===== config.mk =====
export PLATFORM = sky130hd
export DESIGN_NAME = resultCommit
export DESIGN_NICKNAME = d
export VERILOG_FILES = /design/src/hw/simtCorePkg.sv /design/src/hw/resultCommit.sv
export VERILOG_INCLUDE_DIRS = /design/src /design/src/hw
export SDC_FILE = /design/constraint.sdc
export NUM_CORES = 1
export LEC_CHECK = 0
export ABC_AREA = 1
export BUFFER_PORTS_ARGS = -buffer_cell sky130_fd_sc_hd__clkbuf_2
export CORE_ASPECT_RATIO = 2
export CORE_MARGIN = 5
export CORE_UTILIZATION = 37
export DETAILED_ROUTE_END_ITERATION = 12
export PLACE_DENSITY = 0.85
export SETUP_SLACK_MARGIN = 0.15
export SYNTH_ARGS = -nofsm -noshare
export SYNTH_HDL_FRONTEND = slang
export SYNTH_SLANG_ARGS = --single-unit

===== constraint.sdc =====
create_clock -name clk -period 1.05 [get_ports clk]
set_clock_uncertainty 0.1 [all_clocks]
set_input_delay 0.21 -clock clk [delete_from_list [all_inputs] [get_ports clk]]
set_output_delay 0.21 -clock clk [all_outputs]
set_load 0.01 [all_outputs]

===== src/hw/simtCore_config.svh =====
`ifndef SIMT_CORE_CONFIG_SVH
`define SIMT_CORE_CONFIG_SVH

// Warps sharing one issue slot
`define SIMT_NUM_WARPS 8

// Architectural registers per warp
`define SIMT_NUM_REGS 32

// Register and ALU width
`define SIMT_DATA_WIDTH 32

`endif


===== src/hw/simtCorePkg.sv =====
`include "simtCore_config.svh"

package simtCorePkg;

	typedef logic [31:0] instrT;
	typedef logic [`SIMT_DATA_WIDTH-1:0] dataT;
	typedef logic [31:0] addrT;
	typedef logic [$clog2(`SIMT_NUM_REGS)-1:0] regIdxT;
	typedef logic [`SIMT_NUM_WARPS-1:0] warpMaskT; // One-hot warp select
	typedef logic [$clog2(`SIMT_NUM_WARPS)-1:0] warpIdT;
	typedef logic [3:0] aluOpT;

	// R-type operations, in funct table order
	localparam aluOpT aluAdd = 4'd0;
	localparam aluOpT aluSub = 4'd1;
	localparam aluOpT aluMul = 4'd2;
	localparam aluOpT aluAnd = 4'd3;
	localparam aluOpT aluOr = 4'd4;
	localparam aluOpT aluXor = 4'd5;
	localparam aluOpT aluShr = 4'd6;
	localparam aluOpT aluShl = 4'd7;
	localparam aluOpT aluAddImm = 4'd8; // Immediate forms
	localparam aluOpT aluAndImm = 4'd9;
	localparam aluOpT aluOrImm = 4'd10;
	localparam aluOpT aluXorImm = 4'd11;

	// One-hot mask to warp number
	function automatic warpIdT toWarpId(input warpMaskT mask);
		warpIdT id;
		id = '0;
		for (int i = 0; i < `SIMT_NUM_WARPS; i++) begin
			if (mask[i]) begin
				id = id | warpIdT'(i);
			end
		end
		return id;
	endfunction

endpackage


===== src/hw/resultCommit.sv =====
module resultCommit (
	input  logic                  clk,
	input  logic                  rstN,
	input  simtCorePkg::warpMaskT exWarps,
	input  simtCorePkg::regIdxT   exDst,
	input  simtCorePkg::dataT     exData,
	input  logic                  exRegWrite,
	input  logic                  exBranchTaken,
	input  simtCorePkg::addrT     exBranchTarget,
	input  logic                  exExit,
	output logic                  resultValid,
	output simtCorePkg::warpIdT   resultWarp,
	output simtCorePkg::regIdxT   resultDst,
	output simtCorePkg::dataT     resultData,
	output simtCorePkg::warpMaskT branchWarps,
	output simtCorePkg::addrT     branchTarget,
	output simtCorePkg::warpMaskT exitedWarps,
	output logic                  wrEn,
	output simtCorePkg::warpIdT   wrWarp,
	output simtCorePkg::regIdxT   wrIdx,
	output simtCorePkg::dataT     wrData
);
	import simtCorePkg::*;

	always_ff @(posedge clk or negedge rstN) begin
		if (!rstN) begin
			resultValid <= 1'b0;
			branchWarps <= '0;
			exitedWarps <= '0;
		end else begin
			resultValid <= exRegWrite;
			branchWarps <= exBranchTaken ? exWarps : '0;
			exitedWarps <= exitedWarps | (exExit ? exWarps : '0); // Sticky until reset
		end
	end

	always_ff @(posedge clk) begin
		resultWarp <= toWarpId(exWarps);
		resultDst <= exDst;
		resultData <= exData;
		branchTarget <= exBranchTarget;
	end

	// Shared by write-back and the execute bypass
	assign wrEn = resultValid && resultDst != '0;
	assign wrWarp = resultWarp;
	assign wrIdx = resultDst;
	assign wrData = resultData;

endmodule


**Yosys cells after proc, flatten, opt, wreduce, memory -nomap -nowiden**

Index checks and enable logic that the tools add are counted.

- Output and inout bits: 130
- Word-level logic and storage cells: 21
- Flip-flop bits (word level): 89
- Input port bits: 82

- Reductions and logical operators: 4
- Muxes and demuxes: 7
- Bitwise logic cells: 1

Operators with widths:

| cell | number |
|---|---|
| 8-bit 2-to-1 mux | 2 |
| 8-bit bitwise OR | 1 |
| 3-bit 2-to-1 mux | 2 |
| 5-bit nonzero test | 1 |
| 2-bit 2-to-1 mux | 2 |
| 4-bit OR reduction | 1 |
| 2-bit OR reduction | 1 |
| 1-bit logical AND | 1 |
| 1-bit 2-to-1 mux | 1 |

**Depth between registers and ports, before layout**

- Depth in word-level cells: 5
- Gate-level depth with buffers: 4
- Gate-level depth less buffers: 4

**Worst setup path before layout**

OpenSTA, ideal clock, no wires.

- Kind: register to output
- Start point: reg resultDst[3]
- End point: out wrEn
- Arrival time: 0.628 ns
- Stages on the path, launching flop included: 5
- Slack: 0.112 ns
- Cells stage by stage: dfxtp_1 nor2_1 nand3_1 nand2_1 inv_1

- Word-level cells in the longest chain between the ends: 2

RTL lines:

| element | line | RTL |
|---|---|---|
| from (decl) | resultCommit.sv:13 | `output simtCorePkg::regIdxT resultDst,` |
| from (signal assigned) | resultCommit.sv:39 | `resultDst <= exDst;` |
| 5-bit nonzero test | resultCommit.sv:45 | `assign wrEn = resultValid && resultDst != '0;` |
| 1-bit logical AND | resultCommit.sv:45 |  |
| to (decl) | resultCommit.sv:18 | `output logic wrEn,` |

No other way between the ends.

**Worst setup path in the final report**

- Start point: reg resultDst[0]
- End point: out wrEn

Same word-level chain as after synthesis.

==> results.txt <==
worst rel slew slack: 71.0%
clk sinks: 89
Synth Register Bits: 89
root buffer cell: clkbuf_16
placed insts: 427
DRT antenna net count: 0
crit path max fanout: 3
Die Outline Area: 0.00826 mm2
most frequent cells in the layout: 98 x buf_6, 97 x clkbuf_2, 75 x dlygate4sd3_1, 62 x dfxtp_2, 17 x dfrtp_1
layout cells sized above 1: 70.7%
Die W: 66.8 um
outcome: complete, but fails checks
GP Congestion: 0.748
FILL cells: 325
met3 Use GR: 8.30%
routing usage on met1: 20.2%
GRT overflow: 0
largest net degree at the start of global routing: 18
post-synth top area cell: dfxtp_1
final wirelength: 10700 um
Layout Nets: 517
global-route wire length before repair: 13100 um
sequential area share after synthesis: 78.2%
Layout Cells excl Fill: 530
die height: 124 um
dpl cell area: 0.00325 mm2
Vias: 2268
GRT busiest layer: met2
GRT Total Usage: 22.6%
Worst VDD drop: 1.46 mV
Yosys cell types: 12
clk_lat worst skew: 0.32 ns
worst slew pin tran: 0.435 ns
clock buffer count from CTS: 9
total I/O pin count: 212
Syn Area/Cell: 14.0 um2
row cnt: 41
failing checks: setup timing
critical path arrival: 1.09 ns
Yosys warning total: 0
critical path capture point type: output pin
max-slew violation count: 0
area taken by multi-input logic gates: 176 um2
post-synthesis net count: 253
H-Tree Depth: 3
Tcrit/Tclk final: 134%
PD cells: 1560 mW/mm2
Max-Cap Viols: 0
initial core utilization: 37.8%
FF+latch area: 0.00196 mm2
TritonCTS clock tree: done
post-DP HPWL: 5650 um
Synth area leaders: dfxtp_1 60%, dfrtp_1 18%, buf_4 13%, o21bai_2 2.8%, inv_1 2.5%
crit path kind: register to output pin
number of global-route vias before repair: 2506
top cell type's share of synthesized area: 60.4%
CP Data Required Time: 0.74 ns
Tmin final: 1.40 ns
Wirelength per Cell: 20.1 um
Lkg Pwr: 2.55 nW
1st-pass router iterations: 6
Hold Path Class: input port to register
slowest CP cell: dfxtp_2
clock slew at reported path FFs: 0.06 ns
core area: 0.00631 mm2
Post-Syn Instances: 171
RSZ-0062 raised after global routing: true
final hold violation count: 0
Synth-to-Final Area Change: 118%
fin worst setup slack: -0.355 ns
Startpoint Class: register
Via density: 4.28
initial antenna violation count: 3
worst-path cell chain: nor2_2 > nand3_1 > nand2_1 > inv_2 > clkbuf_2
DR DRC count: 0
Max Root-Sink Buffers: 2
maximum operating frequency: 712 MHz
Post-Layout Inst Area: 0.00520 mm2
most common cell after layout, fill and taps aside: buf_6
Final setup viols: 130
synthesized cell area: 0.00239 mm2
# port buffers: 211
CP max stage delay: 0.34 ns
met2 Use GR: 40.4%
starting DRC count in detailed routing: 92
==> metal layers <==
metal | wire length, um | vias up
li1 | - | 1012
met1 | 3130 | 1066
met2 | 6150 | 156
met3 | 875 | 34
met4 | 506 | 0
met5 | 0 | -
==> where the power goes <==
part	switching [W]	total, W	leakage, nW	internal, W
logic	0.000419	0.00113	1.61	0.000707
clock network	0.00127	0.00328	0.154	0.00201
registers	0.000131	0.00371	0.792	0.00357
==> cells by family after synthesis <==
| family | after synthesis | synth area share, % |
|---|---|---|
| AND/OR/NAND/NOR | 16 | 2.78 |
| flip-flops | 89 | 78.2 |
| buffers and inverters | 58 | 15.5 |
| AO/OA/AOI/OAI | 8 | 3.56 |
==> synthesized netlist by cell type <==
| library cell | count |
|---|---|
| buf_4 | 40 |
| nand2_1 | 9 |
| inv_1 | 16 |
| dfxtp_1 | 72 |
| nand4_1 | 1 |
| inv_2 | 1 |
| o21bai_2 | 6 |
| a21o_2 | 2 |
| nand3_1 | 3 |
| buf_2 | 1 |
| nor2_1 | 3 |
| dfrtp_1 | 17 |
==> critical path: cells and delay by family, from the launching register on <==
kind / cells / cell delay (ns)
buffers and inverters: 2 / 0.14
and+or+nand+nor: 3 / 0.30
DFF: 1 / 0.34
==> final timing paths <==
| path | cells past startpoint | end | from | slack, ns |
|---|---|---|---|---|
| min | 2 | exitedWarps[0] | exWarps[0] | 0.03 |
| max | 5 | wrEn | resultDst[0] | -0.35 |
| max in group asynchronous | 2 | branchWarps[0] | rstN | 0.23 |
| min reg2reg | 1 | exitedWarps[1] | exitedWarps[1] | 0.38 |
| min in group asynchronous | 2 | branchWarps[5] | rstN | 0.32 |
| max reg2reg | 2 | exitedWarps[6] | exitedWarps[6] | 0.14 |
==> flip-flops by register name, summed over array words and instances, names as in the netlist <==
register      cells
branchTarget     32
resultData       32
branchWarps       8
exitedWarps       8
resultDst         5
resultWarp        3
resultValid       1
==> layout make-up <==
cell class / count / area share [%]
Sequential cell: 89 / 37.6
Inverter: 17 / 1.23
Clock inverter: 4 / 1.13
Clock buffer: 12 / 4.95
Antenna cell: 4 / 0.192
Multi-Input combinational cell: 24 / 3.39
Timing Repair Buffer: 294 / 49.4
Tap cell: 86 / 2.07
==> through the flow <==
| step | utilization, % | power [W] | setup WS (ns) | TNS, ns | hold WS (ns) |
|---|---|---|---|---|---|
| after global routing | 82.4 | 0.00841 | -0.435 | -10.79 | 0.00939 |
| after detailed placement | 51.5 | 0.00429 | 0.00101 | 0 | 0.0679 |
| final | 82.5 | 0.00812 | -0.355 | -6.79 | 0.0260 |
| after CTS | 71.7 | 0.00784 | -0.355 | -8.88 | 0.00258 |
| after floorplan | - | 0.00396 | 0.147 | 0 | -0.186 |
| after global placement | 51.5 | 0.00426 | 0.0138 | 0 | 0.0587 |
==> timing repair <==
item / in CTS / in global routing
resized for setup: 57 / 245
pin swaps: 3 / 2
endpoints found under the setup margin: 130 / 136
endpoints found under the hold margin: 93 / 0
setup buffers: 5 / 1
hold buffers: 77 / 0
Note: power is estimated with default switching activity, not from simulation.
