[src/hw/simtCore_config.svh]
`ifndef SIMT_CORE_CONFIG_SVH
`define SIMT_CORE_CONFIG_SVH

// Warps sharing one issue slot
`define SIMT_NUM_WARPS 8

// Architectural registers per warp
`define SIMT_NUM_REGS 32

// Register and ALU width
`define SIMT_DATA_WIDTH 32

`endif

[src/hw/simtCorePkg.sv]
`include "simtCore_config.svh"

package simtCorePkg;

	typedef logic [31:0] instrT;
	typedef logic [`SIMT_DATA_WIDTH-1:0] dataT;
	typedef logic [31:0] addrT;
	typedef logic [$clog2(`SIMT_NUM_REGS)-1:0] regIdxT;
	typedef logic [`SIMT_NUM_WARPS-1:0] warpMaskT; // One-hot warp select
	typedef logic [$clog2(`SIMT_NUM_WARPS)-1:0] warpIdT;
	typedef logic [3:0] aluOpT;

	// R-type operations, in funct table order
	localparam aluOpT aluAdd = 4'd0;
	localparam aluOpT aluSub = 4'd1;
	localparam aluOpT aluMul = 4'd2;
	localparam aluOpT aluAnd = 4'd3;
	localparam aluOpT aluOr = 4'd4;
	localparam aluOpT aluXor = 4'd5;
	localparam aluOpT aluShr = 4'd6;
	localparam aluOpT aluShl = 4'd7;
	localparam aluOpT aluAddImm = 4'd8; // Immediate forms
	localparam aluOpT aluAndImm = 4'd9;
	localparam aluOpT aluOrImm = 4'd10;
	localparam aluOpT aluXorImm = 4'd11;

	// One-hot mask to warp number
	function automatic warpIdT toWarpId(input warpMaskT mask);
		warpIdT id;
		id = '0;
		for (int i = 0; i < `SIMT_NUM_WARPS; i++) begin
			if (mask[i]) begin
				id = id | warpIdT'(i);
			end
		end
		return id;
	endfunction

endpackage

[src/hw/instrDecode.sv]
module instrDecode (
	input  simtCorePkg::instrT    instr,
	input  simtCorePkg::addrT     pcPlus4,
	input  simtCorePkg::warpMaskT warpValid,
	output simtCorePkg::warpMaskT jumpWarps,
	output simtCorePkg::addrT     jumpTarget,
	output simtCorePkg::warpMaskT decWarps,
	output simtCorePkg::regIdxT   decSrc1,
	output simtCorePkg::regIdxT   decSrc2,
	output simtCorePkg::regIdxT   decDst,
	output simtCorePkg::dataT     decImm,
	output simtCorePkg::aluOpT    decAluOp,
	output logic                  decRegWrite,
	output logic                  decUseImm,
	output logic                  decBeq,
	output logic                  decBlt,
	output logic                  decExit,
	output simtCorePkg::addrT     decPcPlus4
);
	import simtCorePkg::*;

	logic [5:0] opcode;
	logic [5:0] opBase;
	logic [5:0] funct;
	logic [15:0] imm16;
	regIdxT rs;
	regIdxT rt;
	regIdxT rd;
	logic isRType;
	logic isAddi;
	logic isAndi;
	logic isOri;
	logic isXori;
	logic isBeq;
	logic isBlt;
	logic isJump;
	logic isCall;
	logic isExit;
	logic zeroExt;
	logic functKnown;
	aluOpT functOp;

	assign opcode = instr[31:26];
	assign rs = instr[25:21];
	assign rt = instr[20:16];
	assign rd = instr[15:11];
	assign funct = instr[5:0];
	assign imm16 = instr[15:0];

	// Bit 4 copies decode like the base opcode
	assign opBase = {opcode[5], 1'b0, opcode[3:0]};

	assign isRType = (opBase == 6'b000000); // Integer
	assign isAddi = (opBase == 6'b001000);
	assign isAndi = (opBase == 6'b001100);
	assign isOri = (opBase == 6'b001101);
	assign isXori = (opBase == 6'b001110);
	assign isBeq = (opBase == 6'b000100);
	assign isBlt = (opBase == 6'b000111);
	assign isJump = (opBase == 6'b000010); // J and 010010
	assign isCall = (opcode == 6'b000011);
	assign isExit = (opcode == 6'b100001);

	// Funct table, R-type only
	always_comb begin
		functKnown = 1'b1;
		case (funct)
			6'b100000: functOp = aluAdd;
			6'b100010: functOp = aluSub;
			6'b011000: functOp = aluMul;
			6'b100100: functOp = aluAnd;
			6'b100101: functOp = aluOr;
			6'b100110: functOp = aluXor;
			6'b000010: functOp = aluShr;
			6'b000000: functOp = aluShl;
			default: begin
				functOp = aluAdd;
				functKnown = 1'b0; // No write below
			end
		endcase
	end

	always_comb begin
		if (isAddi) begin
			decAluOp = aluAddImm;
		end else if (isAndi) begin
			decAluOp = aluAndImm;
		end else if (isOri) begin
			decAluOp = aluOrImm;
		end else if (isXori) begin
			decAluOp = aluXorImm;
		end else begin
			decAluOp = functOp;
		end
	end

	// Logic immediates zero-extend, ADDI and branches sign-extend
	assign zeroExt = isAndi | isOri | isXori;
	assign decImm = zeroExt ? dataT'(imm16) : dataT'(signed'(imm16));

	assign decUseImm = isAddi | zeroExt;
	assign decRegWrite = (isRType & functKnown) | decUseImm; // Memory ops and RET fall out here
	assign decSrc1 = rs;
	assign decSrc2 = rt;
	assign decDst = isRType ? rd : rt;
	assign decBeq = isBeq;
	assign decBlt = isBlt;
	assign decExit = isExit;
	assign decWarps = warpValid;
	assign decPcPlus4 = pcPlus4;

	// CALL behaves as a plain jump
	assign jumpWarps = (isJump | isCall) ? warpValid : '0;
	assign jumpTarget = addrT'(instr[25:0]);

endmodule

[config.mk]
export PLATFORM = sky130hd
export DESIGN_NAME = instrDecode
export DESIGN_NICKNAME = d
export VERILOG_FILES = /design/src/hw/simtCorePkg.sv /design/src/hw/instrDecode.sv
export VERILOG_INCLUDE_DIRS = /design/src /design/src/hw
export SDC_FILE = /design/constraint.sdc
export NUM_CORES = 1
export LEC_CHECK = 0
export ABC_AREA = 0
export ABC_CLOCK_PERIOD_IN_PS = 1000
export BUFFER_PORTS_ARGS = -buffer_cell sky130_fd_sc_hd__buf_2
export CAP_MARGIN = 25
export CORE_AREA = 2 2 81 83
export DETAILED_ROUTE_END_ITERATION = 12
export DIE_AREA = 0 0 83 85
export GPL_TIMING_DRIVEN = 0
export SYNTH_ARGS = -nofsm -noshare
export SYNTH_HDL_FRONTEND = slang
export SYNTH_SLANG_ARGS = --single-unit
[constraint.sdc]
create_clock -name vclk -period 1
set_input_delay 0.05 -clock vclk [all_inputs]
set_output_delay 0.05 -clock vclk [all_outputs]
set_load 0.005 [all_outputs]
* Yosys cells after proc, flatten, opt, wreduce, memory -nomap -nowiden
Cells that the tools add are included.
W data, S select, Z words.
** Operators by class
- Equality and inequality tests :: 16
- Muxes and demuxes :: 9
- Bitwise logic cells :: 6
- Reduce and logical (&&, ||, !) cells :: 3
** Operators by type and width (number)
- $eq A6 B6 Y1 const B :: 6
- $mux W32 :: 1
- $pmux W3 S7 :: 1
- $eq A5 B4 Y1 const B :: 4
- $mux W4 :: 4
- $eq A6 B2 Y1 const B :: 2
- $logic_not A6 Y1 :: 2
- $eq A5 B3 Y1 const B :: 2
- $mux W8 :: 1
- $reduce_or A8 Y1 :: 1
- $eq A6 B5 Y1 const B :: 1
- $eq A5 B2 Y1 const B :: 1
- $mux W5 :: 1
- $or A1 B1 Y1 :: 5
- $and A1 B1 Y1 :: 1
- $mux W1 :: 1
** Word-level totals
- Bits in registers :: 0
- Output and inout port bits :: 136
- Word-level logic and storage cells :: 34

* Longest topological paths before layout
- Depth in word-level cells :: 6
- Depth in mapped cells :: 5

* Worst setup path after synthesis
OpenSTA, ideal clock, no wires.
- Path kind :: input to output
- Start point :: input port instr[27]
- End point :: output port decDst[0]
- Data arrival time :: 967 ps
- Slack :: -17 ps
- Stages :: 3
- Buffers on the path :: 1
- Path through :: buf_2 > nor4b_4 > mux2_2
** Between the ends
- Word-level cells in the longest chain between the ends :: 2
** Ends and longest elaborated chain
- from (decl) :: RTL line instrDecode.sv:2 : input simtCorePkg::instrT instr,
- $logic_not A6 Y1 :: RTL line instrDecode.sv:53 : assign isRType = (opBase == 6'b000000);
- $mux W5 :: RTL line instrDecode.sv:105 : assign decDst = isRType ? rd : rt;
- to (decl) :: RTL line instrDecode.sv:10 : output simtCorePkg::regIdxT decDst,
No other way between the ends.

* Worst setup path after layout
- Start point :: input port instr[29]
- End point :: output port decDst[1]
Same word-level chain as after synthesis.

==> impl_metrics.yaml <==
placement:
  dp_hpwl_microns: 3620
  port_buffers: 158
  dp_slack_ps: -462
  gp_congestion: 0.762
run_status:
  status: "finished with violations"
  violations: "negative setup slack"
drt:
  drtIter0Drc: 20
  drc: 0
  drt-vias-per-instance: 3.69
  drt.antenna.violating_nets: 0
  firstDrtPassIters: 4
  wl_per_cell_microns: 10.7
  vias: 1561
  drt_wl_total_microns: 4520
critical_path:
  cp-start-kind: "input port"
  critPathCaptureType: "output pin"
  critPathBufInv: 3
  path_max_fanout: 6
  path_delay_family: "buffers and inverters"
  crit_path_frequent_cell: "buf_6"
  path_class: "in -> out"
  crit_chain: "buf_8, nor2_4, nor4b_4, buf_6, mux2_4, buf_6"
  slowest_delay_ps: 310
  worstPathRequired_ps: 950
  arrival_ps: 1070
  cpMaxStageDelayCell: "mux2_4"
global_route:
  antenna_found_initial: 0
  grt_pass1_wl_microns: 6490
  grt_use_total_pct: 10.7
  gr-total-overflow: 0
  grt_pass1_vias: 1354
  grt_max_degree: 10
min_path:
  hold_depth: 2
  min_path_type: "in -> out"
  min_to: "decPcPlus4[26]"
  hp-start: "pcPlus4[26]"
cells_and_area:
  finalNetCount: 420
  seq_cells: 0
  drive_above_1_share_pct: 89.0
  syn_to_final_growth_pct: 103
  nClkBuffers: 0
  final_core_util_pct: 40.6
  antenna_cells: 0
  seqCellArea_sq_um: 0
timing:
  rsz0062_at_grt: "yes"
  finalSetupViolCount: 15
  max_freq_mhz: 893
  worst_slack_ps: -120
  post-route-period-util_pct: 112
  fin_crit_ps: 1120
  finalHoldViolations: 0
  slew_viol_final: 0
pwr:
  ir_drop_v: 0.000189
  pwr-share-seq_pct: 0
  switching_power_w: 0.000334
  p_int_w: 0.000654
  clock_power_share_pct: 0
  switching_share_pct: 33.8
  power_leakage_nw: 1.53
  p_comb_share_pct: 100.0
  p_per_area_mw_per_mm2: 392
synthesis:
  yosysMostFrequentCell: "buf_4"
  synth_top_cell_area_share_pct: 68.1
  synth_cell_types: 27
  yosysWarningCount: 0
  synth_area_leader_cell: "buf_4"
  synthTopCellsByCount: "113 x buf_4, 9 x and2_1, 6 x nor2_1, 6 x o21ai_0, 5 x mux2_2"
  postSynthAreaPerCell_sq_um: 7.24
  synth_area_leaders: "buf_4 68%, and2_1 4.5%, mux2_2 4.5%"
  synth.cell_area_sq_mm: 0.00124
  synth_seq_area_share_pct: 0
  synthCells: 172
floorplan:
  io_pins: 208
  core_area_sq_mm: 0.00620
  fp.dieArea_sq_mm: 0.00706
  fp.dieW_microns: 83
  num_rows: 29
  die_height_microns: 85
  initial_core_util_pct: 20.1
flow_run:
  maxCapViolCount: 0
clock_network:
  cts_hold_buf: 0
[repair_timing]
action | 4_1_cts | 5_1_grt
setup buffers | 3 | 5
pin swaps | 8 | 8
resized for setup | 43 | 23
setup endpoints to repair | 35 | 33
gates cloned | 1 | 2
[worst max path at each step]
| stage | startpoint | to | slack [ps] | cells past startpoint |
|---|---|---|---|---|
| global route | instr[29] | decDst[1] | -180 | 6 |
| finish | instr[29] | decDst[1] | -120 | 6 |
| detailed placement | instr[31] | decDst[1] | -460 | 5 |
| floorplan | instr[26] | decDst[0] | 5 | 3 |
| CTS | instr[29] | decDst[1] | -120 | 6 |
| global placement | instr[31] | decDst[1] | -470 | 5 |
[final cells by class]
type | count | area [sq um]
well taps | 77 | 96.3
fillers | 648 | 3680
inverters | 4 | 17.5
multi-input cells | 59 | 510
repair buffers | 168 | 1030
plain buffers | 115 | 871
[power by group through the flow]
stage / clock network, W / registers (W) / logic, W
6_report: 0 / 0 / 0.000988
2_1_floorplan: 0 / 0 / 0.000480
5_1_grt: 0 / 0 / 0.00107
4_1_cts: 0 / 0 / 0.000926
3_5_place_dp: 0 / 0 / 0.000840
3_3_place_gp: 0 / 0 / 0.000831
[per-stage QoR]
step | hold WS (ps) | total power, W | instances | setup TNS [ps] | cell area (sq um)
2_1_floorplan | 121 | 0.000480 | 177 | 0 | 1260
5_1_grt | 268 | 0.00107 | 423 | -3130 | 2520
3_5_place_dp | 266 | 0.000840 | 412 | -9480 | 2150
3_3_place_gp | 266 | 0.000831 | 412 | -9160 | 2150
6_report | 265 | 0.000988 | 423 | -1070 | 2520
4_1_cts | 266 | 0.000926 | 416 | -683 | 2350
[kinds of logic (layout without fill, tap and decap cells)]
family                     count (synthesis)  count (layout)  share of synthesized area (%)
AOI/OAI and AO/OA                         12              12                           6.23
and+or+nand+nor                           33              34                           16.7
xor gates and xnor gates                   1               1                          0.704
other                                      1               6                          0.301
buffers and inverters                    119             287                           70.7
muxes                                      5               5                           4.52
adders and majority gates                  1               1                          0.904
[routing by layer]
layer / track usage (%) / vias to the layer above / wire (microns)
met2: 21.7 / 115 / 2490
li1: - / 782 / -
met3: 2.33 / 0 / 487
met4: 0.149 / 0 / 0
met1: 12.1 / 664 / 1550
met5: 0 / - / 0
[placed cells by master, fill, tap and decap left out, drive strengths merged]
master	instances
nor3	4
nand3	2
a21o	1
nor2	7
o32ai	1
a2111oi	1
nor4b	1
a31oi	1
or4b	1
inv	4
clkbuf	2
nor2b	1
xnor2	1
buf	281
and3	1
nand4b	1
nor4bb	2
a21oi	2
nand2	3
nand2b	1
conb	6
and2	10
o21ai	6
mux2	5
maj3	1
Power figures use the tool's default switching activity.
