`src/hw/simtCore_config.svh`:
```
`ifndef SIMT_CORE_CONFIG_SVH
`define SIMT_CORE_CONFIG_SVH

// Warps sharing one issue slot
`define SIMT_NUM_WARPS 8

// Architectural registers per warp
`define SIMT_NUM_REGS 32

// Register and ALU width
`define SIMT_DATA_WIDTH 32

`endif

```
`src/hw/simtCorePkg.sv`:
```
`include "simtCore_config.svh"

package simtCorePkg;

	typedef logic [31:0] instrT;
	typedef logic [`SIMT_DATA_WIDTH-1:0] dataT;
	typedef logic [31:0] addrT;
	typedef logic [$clog2(`SIMT_NUM_REGS)-1:0] regIdxT;
	typedef logic [`SIMT_NUM_WARPS-1:0] warpMaskT; // One-hot warp select
	typedef logic [$clog2(`SIMT_NUM_WARPS)-1:0] warpIdT;
	typedef logic [3:0] aluOpT;

	// R-type operations, in funct table order
	localparam aluOpT aluAdd = 4'd0;
	localparam aluOpT aluSub = 4'd1;
	localparam aluOpT aluMul = 4'd2;
	localparam aluOpT aluAnd = 4'd3;
	localparam aluOpT aluOr = 4'd4;
	localparam aluOpT aluXor = 4'd5;
	localparam aluOpT aluShr = 4'd6;
	localparam aluOpT aluShl = 4'd7;
	localparam aluOpT aluAddImm = 4'd8; // Immediate forms
	localparam aluOpT aluAndImm = 4'd9;
	localparam aluOpT aluOrImm = 4'd10;
	localparam aluOpT aluXorImm = 4'd11;

	// One-hot mask to warp number
	function automatic warpIdT toWarpId(input warpMaskT mask);
		warpIdT id;
		id = '0;
		for (int i = 0; i < `SIMT_NUM_WARPS; i++) begin
			if (mask[i]) begin
				id = id | warpIdT'(i);
			end
		end
		return id;
	endfunction

endpackage

```
`src/hw/aluExecute.sv`:
```
module aluExecute (
	input  logic                  clk,
	input  logic                  rstN,
	input  simtCorePkg::warpMaskT decWarps,
	input  simtCorePkg::regIdxT   decSrc1,
	input  simtCorePkg::regIdxT   decSrc2,
	input  simtCorePkg::regIdxT   decDst,
	input  simtCorePkg::dataT     decImm,
	input  simtCorePkg::aluOpT    decAluOp,
	input  logic                  decRegWrite,
	input  logic                  decUseImm,
	input  logic                  decBeq,
	input  logic                  decBlt,
	input  logic                  decExit,
	input  simtCorePkg::addrT     decPcPlus4,
	input  simtCorePkg::warpMaskT exitedWarps,
	output simtCorePkg::warpIdT   rdWarp,
	output simtCorePkg::regIdxT   rdIdx1,
	output simtCorePkg::regIdxT   rdIdx2,
	input  simtCorePkg::dataT     rdData1,
	input  simtCorePkg::dataT     rdData2,
	input  logic                  fwdEn,
	input  simtCorePkg::warpIdT   fwdWarp,
	input  simtCorePkg::regIdxT   fwdIdx,
	input  simtCorePkg::dataT     fwdData,
	output simtCorePkg::warpMaskT exWarps,
	output simtCorePkg::regIdxT   exDst,
	output simtCorePkg::dataT     exData,
	output logic                  exRegWrite,
	output logic                  exBranchTaken,
	output simtCorePkg::addrT     exBranchTarget,
	output logic                  exExit
);
	import simtCorePkg::*;

	warpMaskT liveWarps;
	logic issueValid;
	regIdxT exSrc1;
	regIdxT exSrc2;
	dataT exImm;
	aluOpT exAluOp;
	logic exUseImm;
	logic exBeq;
	logic exBlt;
	addrT exPcPlus4;
	dataT src1Val;
	dataT src2Val;
	dataT opB;
	dataT aluResult;

	// Drop warps that exited, including an EXIT still in this stage
	assign liveWarps = decWarps & ~exitedWarps & ~(exExit ? exWarps : '0);
	assign issueValid = |liveWarps;

	always_ff @(posedge clk or negedge rstN) begin
		if (!rstN) begin
			exWarps <= '0;
			exRegWrite <= 1'b0;
			exBeq <= 1'b0;
			exBlt <= 1'b0;
			exExit <= 1'b0;
		end else begin
			exWarps <= liveWarps;
			exRegWrite <= decRegWrite & issueValid;
			exBeq <= decBeq & issueValid;
			exBlt <= decBlt & issueValid;
			exExit <= decExit & issueValid;
		end
	end

	always_ff @(posedge clk) begin
		exSrc1 <= decSrc1;
		exSrc2 <= decSrc2;
		exDst <= decDst;
		exImm <= decImm;
		exAluOp <= decAluOp;
		exUseImm <= decUseImm;
		exPcPlus4 <= decPcPlus4;
	end

	assign rdWarp = toWarpId(exWarps);
	assign rdIdx1 = exSrc1;
	assign rdIdx2 = exSrc2;

	// Bypass from the result stage, same warp only
	assign src1Val = (fwdEn && fwdWarp == rdWarp && fwdIdx == exSrc1 && exSrc1 != '0) ?
		fwdData : rdData1;
	assign src2Val = (fwdEn && fwdWarp == rdWarp && fwdIdx == exSrc2 && exSrc2 != '0) ?
		fwdData : rdData2;

	assign opB = exUseImm ? exImm : src2Val;

	always_comb begin
		case (exAluOp)
			aluAdd, aluAddImm: aluResult = src1Val + opB;
			aluSub: aluResult = src1Val - opB;
			aluMul: aluResult = src1Val * opB; // Low half only
			aluAnd, aluAndImm: aluResult = src1Val & opB;
			aluOr, aluOrImm: aluResult = src1Val | opB;
			aluXor, aluXorImm: aluResult = src1Val ^ opB;
			aluShr: aluResult = src1Val >> opB[4:0];
			aluShl: aluResult = src1Val << opB[4:0];
			default: aluResult = src1Val + opB;
		endcase
	end

	assign exData = aluResult;

	assign exBranchTaken = (exBeq && src1Val == src2Val)
		|| (exBlt && $signed(src1Val) < $signed(src2Val));
	assign exBranchTarget = exPcPlus4 + (addrT'(exImm) << 2); // Word offset

endmodule

```
`config.mk`:
```
export PLATFORM = sky130hd
export DESIGN_NAME = aluExecute
export DESIGN_NICKNAME = d
export VERILOG_FILES = /design/src/hw/simtCorePkg.sv /design/src/hw/aluExecute.sv
export VERILOG_INCLUDE_DIRS = /design/src /design/src/hw
export SDC_FILE = /design/constraint.sdc
export NUM_CORES = 2
export LEC_CHECK = 0
export BUFFER_PORTS_ARGS = -buffer_cell sky130_fd_sc_hd__buf_4
export CAP_MARGIN = 20
export CORE_ASPECT_RATIO = 0.9
export CORE_MARGIN = 2
export CORE_UTILIZATION = 55
export CTS_CLUSTER_SIZE = 12
export DETAILED_ROUTE_END_ITERATION = 16
export PLACE_DENSITY = 0.73
export SETUP_SLACK_MARGIN = 0.05
export SLEW_MARGIN = 25
export SYNTH_ARGS = -nofsm -noshare
export SYNTH_HDL_FRONTEND = slang
export SYNTH_SLANG_ARGS = --single-unit
```
`constraint.sdc`:
```
create_clock -name clk -period 14.9 [get_ports clk]
set_input_delay 0.745 -clock clk [delete_from_list [all_inputs] [get_ports clk]]
set_output_delay 0.745 -clock clk [all_outputs]
set_load 0.05 [all_outputs]
```
======== Word level (Yosys, flattened, before mapping) ========
Cells that the tools add are included.
word-level totals
  bits in registers ....................... 96
  latch bits .............................. 0
  memory bits (writable) .................. 0
  ROM bits ................................ 0
  output and inout bits ................... 93
  logic and storage cells ................. 70
  memories kept ........................... 0
cells by class
  add/subtract/negate cells ............... 3
  $mul .................................... 1
  divide/modulo/power cells ............... 0
  magnitude comparators ................... 1
  equal/unequal tests ..................... 14
  shift-type cells ........................ 2
  mux-type cells .......................... 12
  bitwise operators ....................... 11
  reductions and logical operators ........ 14
operators by type and width
  kind                  count
  $pmux W32 S7          1
  $mux W32              3
  $add A32 B32 Y32      2
  $and A32 B32 Y32      1
  $eq A32 B32 Y1        1
  $lt A32 B32 Y1        1
  $mul A32 B32 Y32      1
  $or A32 B32 Y32       1
  $shl A32 B5 Y32       1
  $shr A32 B5 Y32       1
  $sub A32 B32 Y32      1
  $xor A32 B32 Y32      1
  $and A8 B8 Y8         2
  $eq A4 B3 Y1 const B  4
  $not A8 Y8            2
  $eq A4 B4 Y1 const B  3
  $mux W3               4
  $eq A5 B5 Y1          2
  $reduce_bool A5 Y1    2
  $eq A4 B2 Y1 const B  2
  $mux W8               1
  $reduce_or A8 Y1      1
  $logic_and A1 B1 Y1   7
  $reduce_or A2 Y1      3
  other kinds (6)       10

======== Longest topological paths before layout ========
  word-level depth ........................ 15
  gate-level depth with buffers ........... 42
  mapped depth without buffers ............ 36

======== Worst setup path before layout ========
Ideal clock, no wire load.
  path type ............................... reg-to-output
  start ................................... register exWarps[6]
  end ..................................... output port exData[31]
  arrival ................................. 10.812 ns
  data required time ...................... 14.155 ns
  slack ................................... 3.343 ns
  cell stages (with the launch flop) ...... 35
  cell sequence ........................... dfrtp_1 -> or4_1 -> xnor2_2 -> and4_1 -> buf_4 -> buf_2 -> a41o_1 -> nor2_1 -> clkbuf_1 -> buf_1 -> clkbuf_1 -> buf_1 -> buf_1 -> nor2_1 -> fa_1 -> inv_1 -> fa_1 -> inv_1 -> fa_1 -> fa_1 -> inv_1 -> fa_1 -> fa_1 -> fa_1 -> xnor2_1 -> xnor2_1 -> xnor2_1 -> xnor2_1 -> xnor2_1 -> xnor2_1 -> xnor2_1 -> xnor3_1 -> xnor3_1 -> xnor2_1 -> o32ai_1
on the way
  longest elaborated chain between the ends .. 10
  elaborated cells between the ends (all ways) .. 20
  those cells by class .................... 2 x add/sub; 1 x mul; 1 x eq/ne; 2 x shift; 6 x mux; 3 x bitwise; 5 x reduce/logical
ends and longest elaborated chain
  what                                      RTL line                            RTL
  start: declaration                        aluExecute.sv:26                    output simtCorePkg::warpMaskT exWarps,
  start signal: assignment                  aluExecute.sv:63                    exWarps <= liveWarps;
  $mux W3 * (2 in series)                   simtCorePkg.sv:32                   if (mask[i]) begin
  net rdWarp[1]                             aluExecute.sv:17                    output simtCorePkg::warpIdT rdWarp,
  $eq A3 B3 Y1 *                            aluExecute.sv:86, aluExecute.sv:88
  $logic_and A1 B1 Y1 *                     aluExecute.sv:86, aluExecute.sv:88
  $logic_and A1 B1 Y1 (2 in series)         aluExecute.sv:88                    assign src2Val = (fwdEn && fwdWarp == rdWarp && fwdIdx == exSrc2 && exSrc2 != '0) ?
  $mux W32                                  aluExecute.sv:88
  $mux W32                                  aluExecute.sv:91                    assign opB = exUseImm ? exImm : src2Val;
  $mul A32 B32 Y32 (tied with other cells)  aluExecute.sv:97                    aluMul: aluResult = src1Val * opB;
  $pmux W32 S7 *                            aluExecute.sv:94                    case (exAluOp)
  end: declaration                          aluExecute.sv:28                    output simtCorePkg::dataT exData,
The timed path passes the listed nets; every way through them passes the cells marked *.

======== Worst setup path after layout ========
  start ................................... register exWarps[5]
  end ..................................... output port exData[30]
on the way
  longest elaborated chain between the ends .. 11
  elaborated cells between the ends (all ways) .. 21
  those cells by class .................... 2 x add/sub; 1 x mul; 1 x eq/ne; 2 x shift; 7 x mux; 3 x bitwise; 5 x reduce/logical
ends and longest elaborated chain
  what                                      RTL line
  $mux W3 * (3 in series)                   simtCorePkg.sv:32
  $eq A3 B3 Y1 *                            aluExecute.sv:86, aluExecute.sv:88
  $logic_and A1 B1 Y1 *                     aluExecute.sv:86, aluExecute.sv:88
  $logic_and A1 B1 Y1 (2 in series)         aluExecute.sv:88
  $mux W32                                  aluExecute.sv:88
  $mux W32                                  aluExecute.sv:91
  $mul A32 B32 Y32 (tied with other cells)  aluExecute.sv:97
  $pmux W32 S7 *                            aluExecute.sv:94
Mark *: on every way between the ends. The rest lies on a longest branch, timed or not.

==> run_results.csv <==
group,metric,value,unit
worst_setup_path,arrival,12280,ps
global_routing,grt_pass1_wl,181,mm
min_path,hold_class,"in -> async",
clock_tree,cts_buffer_depth,2,
sta,slew_headroom,0.210,
clock_tree,h-tree-depth,3,
global_routing,track_usage,0.482,
drt,routed_via_density,6.42,
global_routing,antenna_found_initial,7,
sta,rsz0062_at_grt,"false",
global_routing,grt_max_degree,56,
clock_tree,cts_setup_buffers,0,
sta,layout_min_cycle_time,13020,ps
drt,firstDrtPassIters,6,
floorplan,ios,304,
drt,postRouteAntennaNets,0,
worst_setup_path,cpPeakStageDelay,790,ps
sta,tightest_slew,1170,ps
sta,setup_violations,0,
cells_and_area,seqCellArea,1980,um2
floorplan,coreArea,49200,um2
synth,yosysSeqAreaShare,0.0722,
drt,drc,0,
sta,timing.final.crit_share,0.874,
clock_tree,clock-root-buffer,"clkbuf_16",
cells_and_area,drive_gt1_frac,0.135,
global_routing,grt_pass1_vias,27700,
cells_and_area,multiInputGateArea,23000,um2
cells_and_area,area_delta_synth_final,11.9,%
drt,drt_iter0_drc,3543,
clock_tree,holdBufCountCts,0,
sta,hold_viol,0,
job,maxCapViolCount,0,
drt,wire_per_inst,29.4,um
synth,netlist_top_cells_area,"fa_1 30%, ha_1 13%, nor2_1 6.6%",
clock_tree,cts_tree,"done",
sta,fmax,76.8,MHz
cells_and_area,nets,4436,
synth,synth_top_cell_by_area,"fa_1",
cells_and_area,fillers,4297,
synth,yosys_warnings,0,
sta,setup_tns,0,ps
synth,yosys_register_bits,96,
place,port_buffers,303,
clock_tree,path_clk_slew,80,ps
floorplan,rows,77,
floorplan,dieHeight,216,um
worst_setup_path,reg2reg_depth,4,
sta,maxSlewViolCount,0,
worst_setup_path,critPathLaunchType,"flop",
floorplan,start_util,0.558,
worst_setup_path,required,14160,ps
worst_setup_path,crit_type,"reg -> out",
worst_setup_path,cp.depth,31,
drt,wl,124,mm
synth,avgSynthCellArea,8.24,um2
worst_setup_path,cp_top_family,"adder cells",
worst_setup_path,cp_slowest_cell,"mux2_2",
synth,async_flop_share,0.125,
place,hpwlAfterDp,95.3,mm
clock_tree,clk-insertion-delay-late,370,ps
worst_setup_path,crit_fanout,28,
synth,syn_area,27500,um2
synth,synth_cell_types,80,
synth,synth_edf_count,0,
clock_tree,cts_buffers,9,
worst_setup_path,cp_num_buf_inv,6,
floorplan,die-area,51700,um2
drt,num_vias,27000,
clock_tree,cts_sinks,96,
worst_setup_path,end_kind,"output pin",
worst_setup_path,crit_path_frequent_cell,"fa_1",
sta,fin_skew,3.75,ps
place,gp_congestion,1.09,
clock_tree,postCtsResizedCells,0,
synth,synth_cells,3332,
run_status,outcome,"finished clean",
synth,synth_ff_type,"dfxtp_1",
synth,syn_nets,4234,
worst_setup_path,r2r_setup_slack,13300,ps
floorplan,die_x,239,um
synth,synth_top_area_share,0.299,
global_routing,gr-total-overflow,0,
[path summary, 6_finish.rpt]
kind	endpoint	startpoint
min in group clk	exPcPlus4[9]$_DFF_P_	decPcPlus4[9]
max in group asynchronous	exWarps[6]$_DFF_PN0_	rstN
min	exBeq$_DFF_PN0_	rstN
max	exData[30]	exWarps[5]$_DFF_PN0_
max reg2reg	exBlt$_DFF_PN0_	exExit$_DFF_PN0_
min reg2reg	exWarps[0]$_DFF_PN0_	exWarps[0]$_DFF_PN0_
[layer usage]
metal	global-route usage	routed length (um)	vias up
li1	-	-	11200
met1	0.623	45900	13100
met2	0.692	50700	2145
met3	0.174	18000	542
met4	0.280	9040	6
met5	0.0123	111	-
[synth_stat cells (all sizes together), types with 21 or more instances]
master and instances:
mux2 47, dfxtp 84, nand2b 21, nand3 36, fa 410, a31oi 22
a221oi 34, inv 475, nand2 322, o21ai 102, buf 69, a211oi 30
a21o 49, a21oi 168, xnor2 133, clkbuf 104, xor2 31, nor2 484
mux2i 125, ha 281
[cells by family (layout without fill, tap and decap cells)]
group | Yosys count | count (layout) | share of synthesized area
buffers and inverters | 661 | 868 | 0.0926
DFF | 96 | 96 | 0.0722
and+or+nand+nor | 979 | 979 | 0.150
adders and majority gates | 691 | 691 | 0.427
muxes | 172 | 172 | 0.0651
other | 0 | 4 | 0
AOI/OAI and AO/OA | 562 | 562 | 0.134
xor gates and xnor gates | 171 | 171 | 0.0589
[cells in the final DEF, fill, tap and decap left out, types with 30 or more instances in the layout]
| cell type | count |
|---|---|
| a21oi_1 | 167 |
| inv_1 | 461 |
| xnor2_1 | 130 |
| o21ai_0 | 100 |
| nand2_1 | 321 |
| dfxtp_1 | 84 |
| buf_4 | 363 |
| ha_1 | 281 |
| a211oi_1 | 30 |
| xor2_1 | 31 |
| nor2_1 | 480 |
| a21o_1 | 49 |
| a221oi_1 | 34 |
| nand3_1 | 35 |
| mux2i_1 | 125 |
| mux2_2 | 44 |
| fa_1 | 410 |
[worst register-to-register path, stage by stage (launching register included)]
cell      delay, ps
dfrtp_1         530
a211oi_1        160
nor4_1          390
nand2_1         170
and2_1          220
[area by class of cell]
cell class,count,share of cell area
diodes,4,0.000326
clock buffers,9,0.00733
clock inverters,7,0.00314
inverters,488,0.0597
multi-input cells,2575,0.748
flip-flops and latches,96,0.0645
well taps,671,0.0273
repair buffers,364,0.0894
[registers in the layout, summed over array words and instances, names as in the netlist]
register / flops
rdIdx1: 5
exUseImm: 1
exAluOp: 4
rdIdx2: 5
exBeq: 1
exRegWrite: 1
exBlt: 1
exPcPlus4: 32
exDst: 5
exWarps: 8
exExit: 1
exImm: 32
[through the flow]
step	util	cells	instance area (um2)	hold WS [ps]	setup WS, ps
floorplan	-	3332	27500	449	3340
global placement	0.617	4194	30400	469	3000
detailed placement	0.617	4194	30400	488	2640
CTS	0.624	4210	30700	197	2220
global route	0.624	4212	30700	201	1590
finish	0.624	4214	30700	198	1880
Power is not shown: default switching activity piles up to over one toggle a cycle in this logic, so the estimate is an artifact.
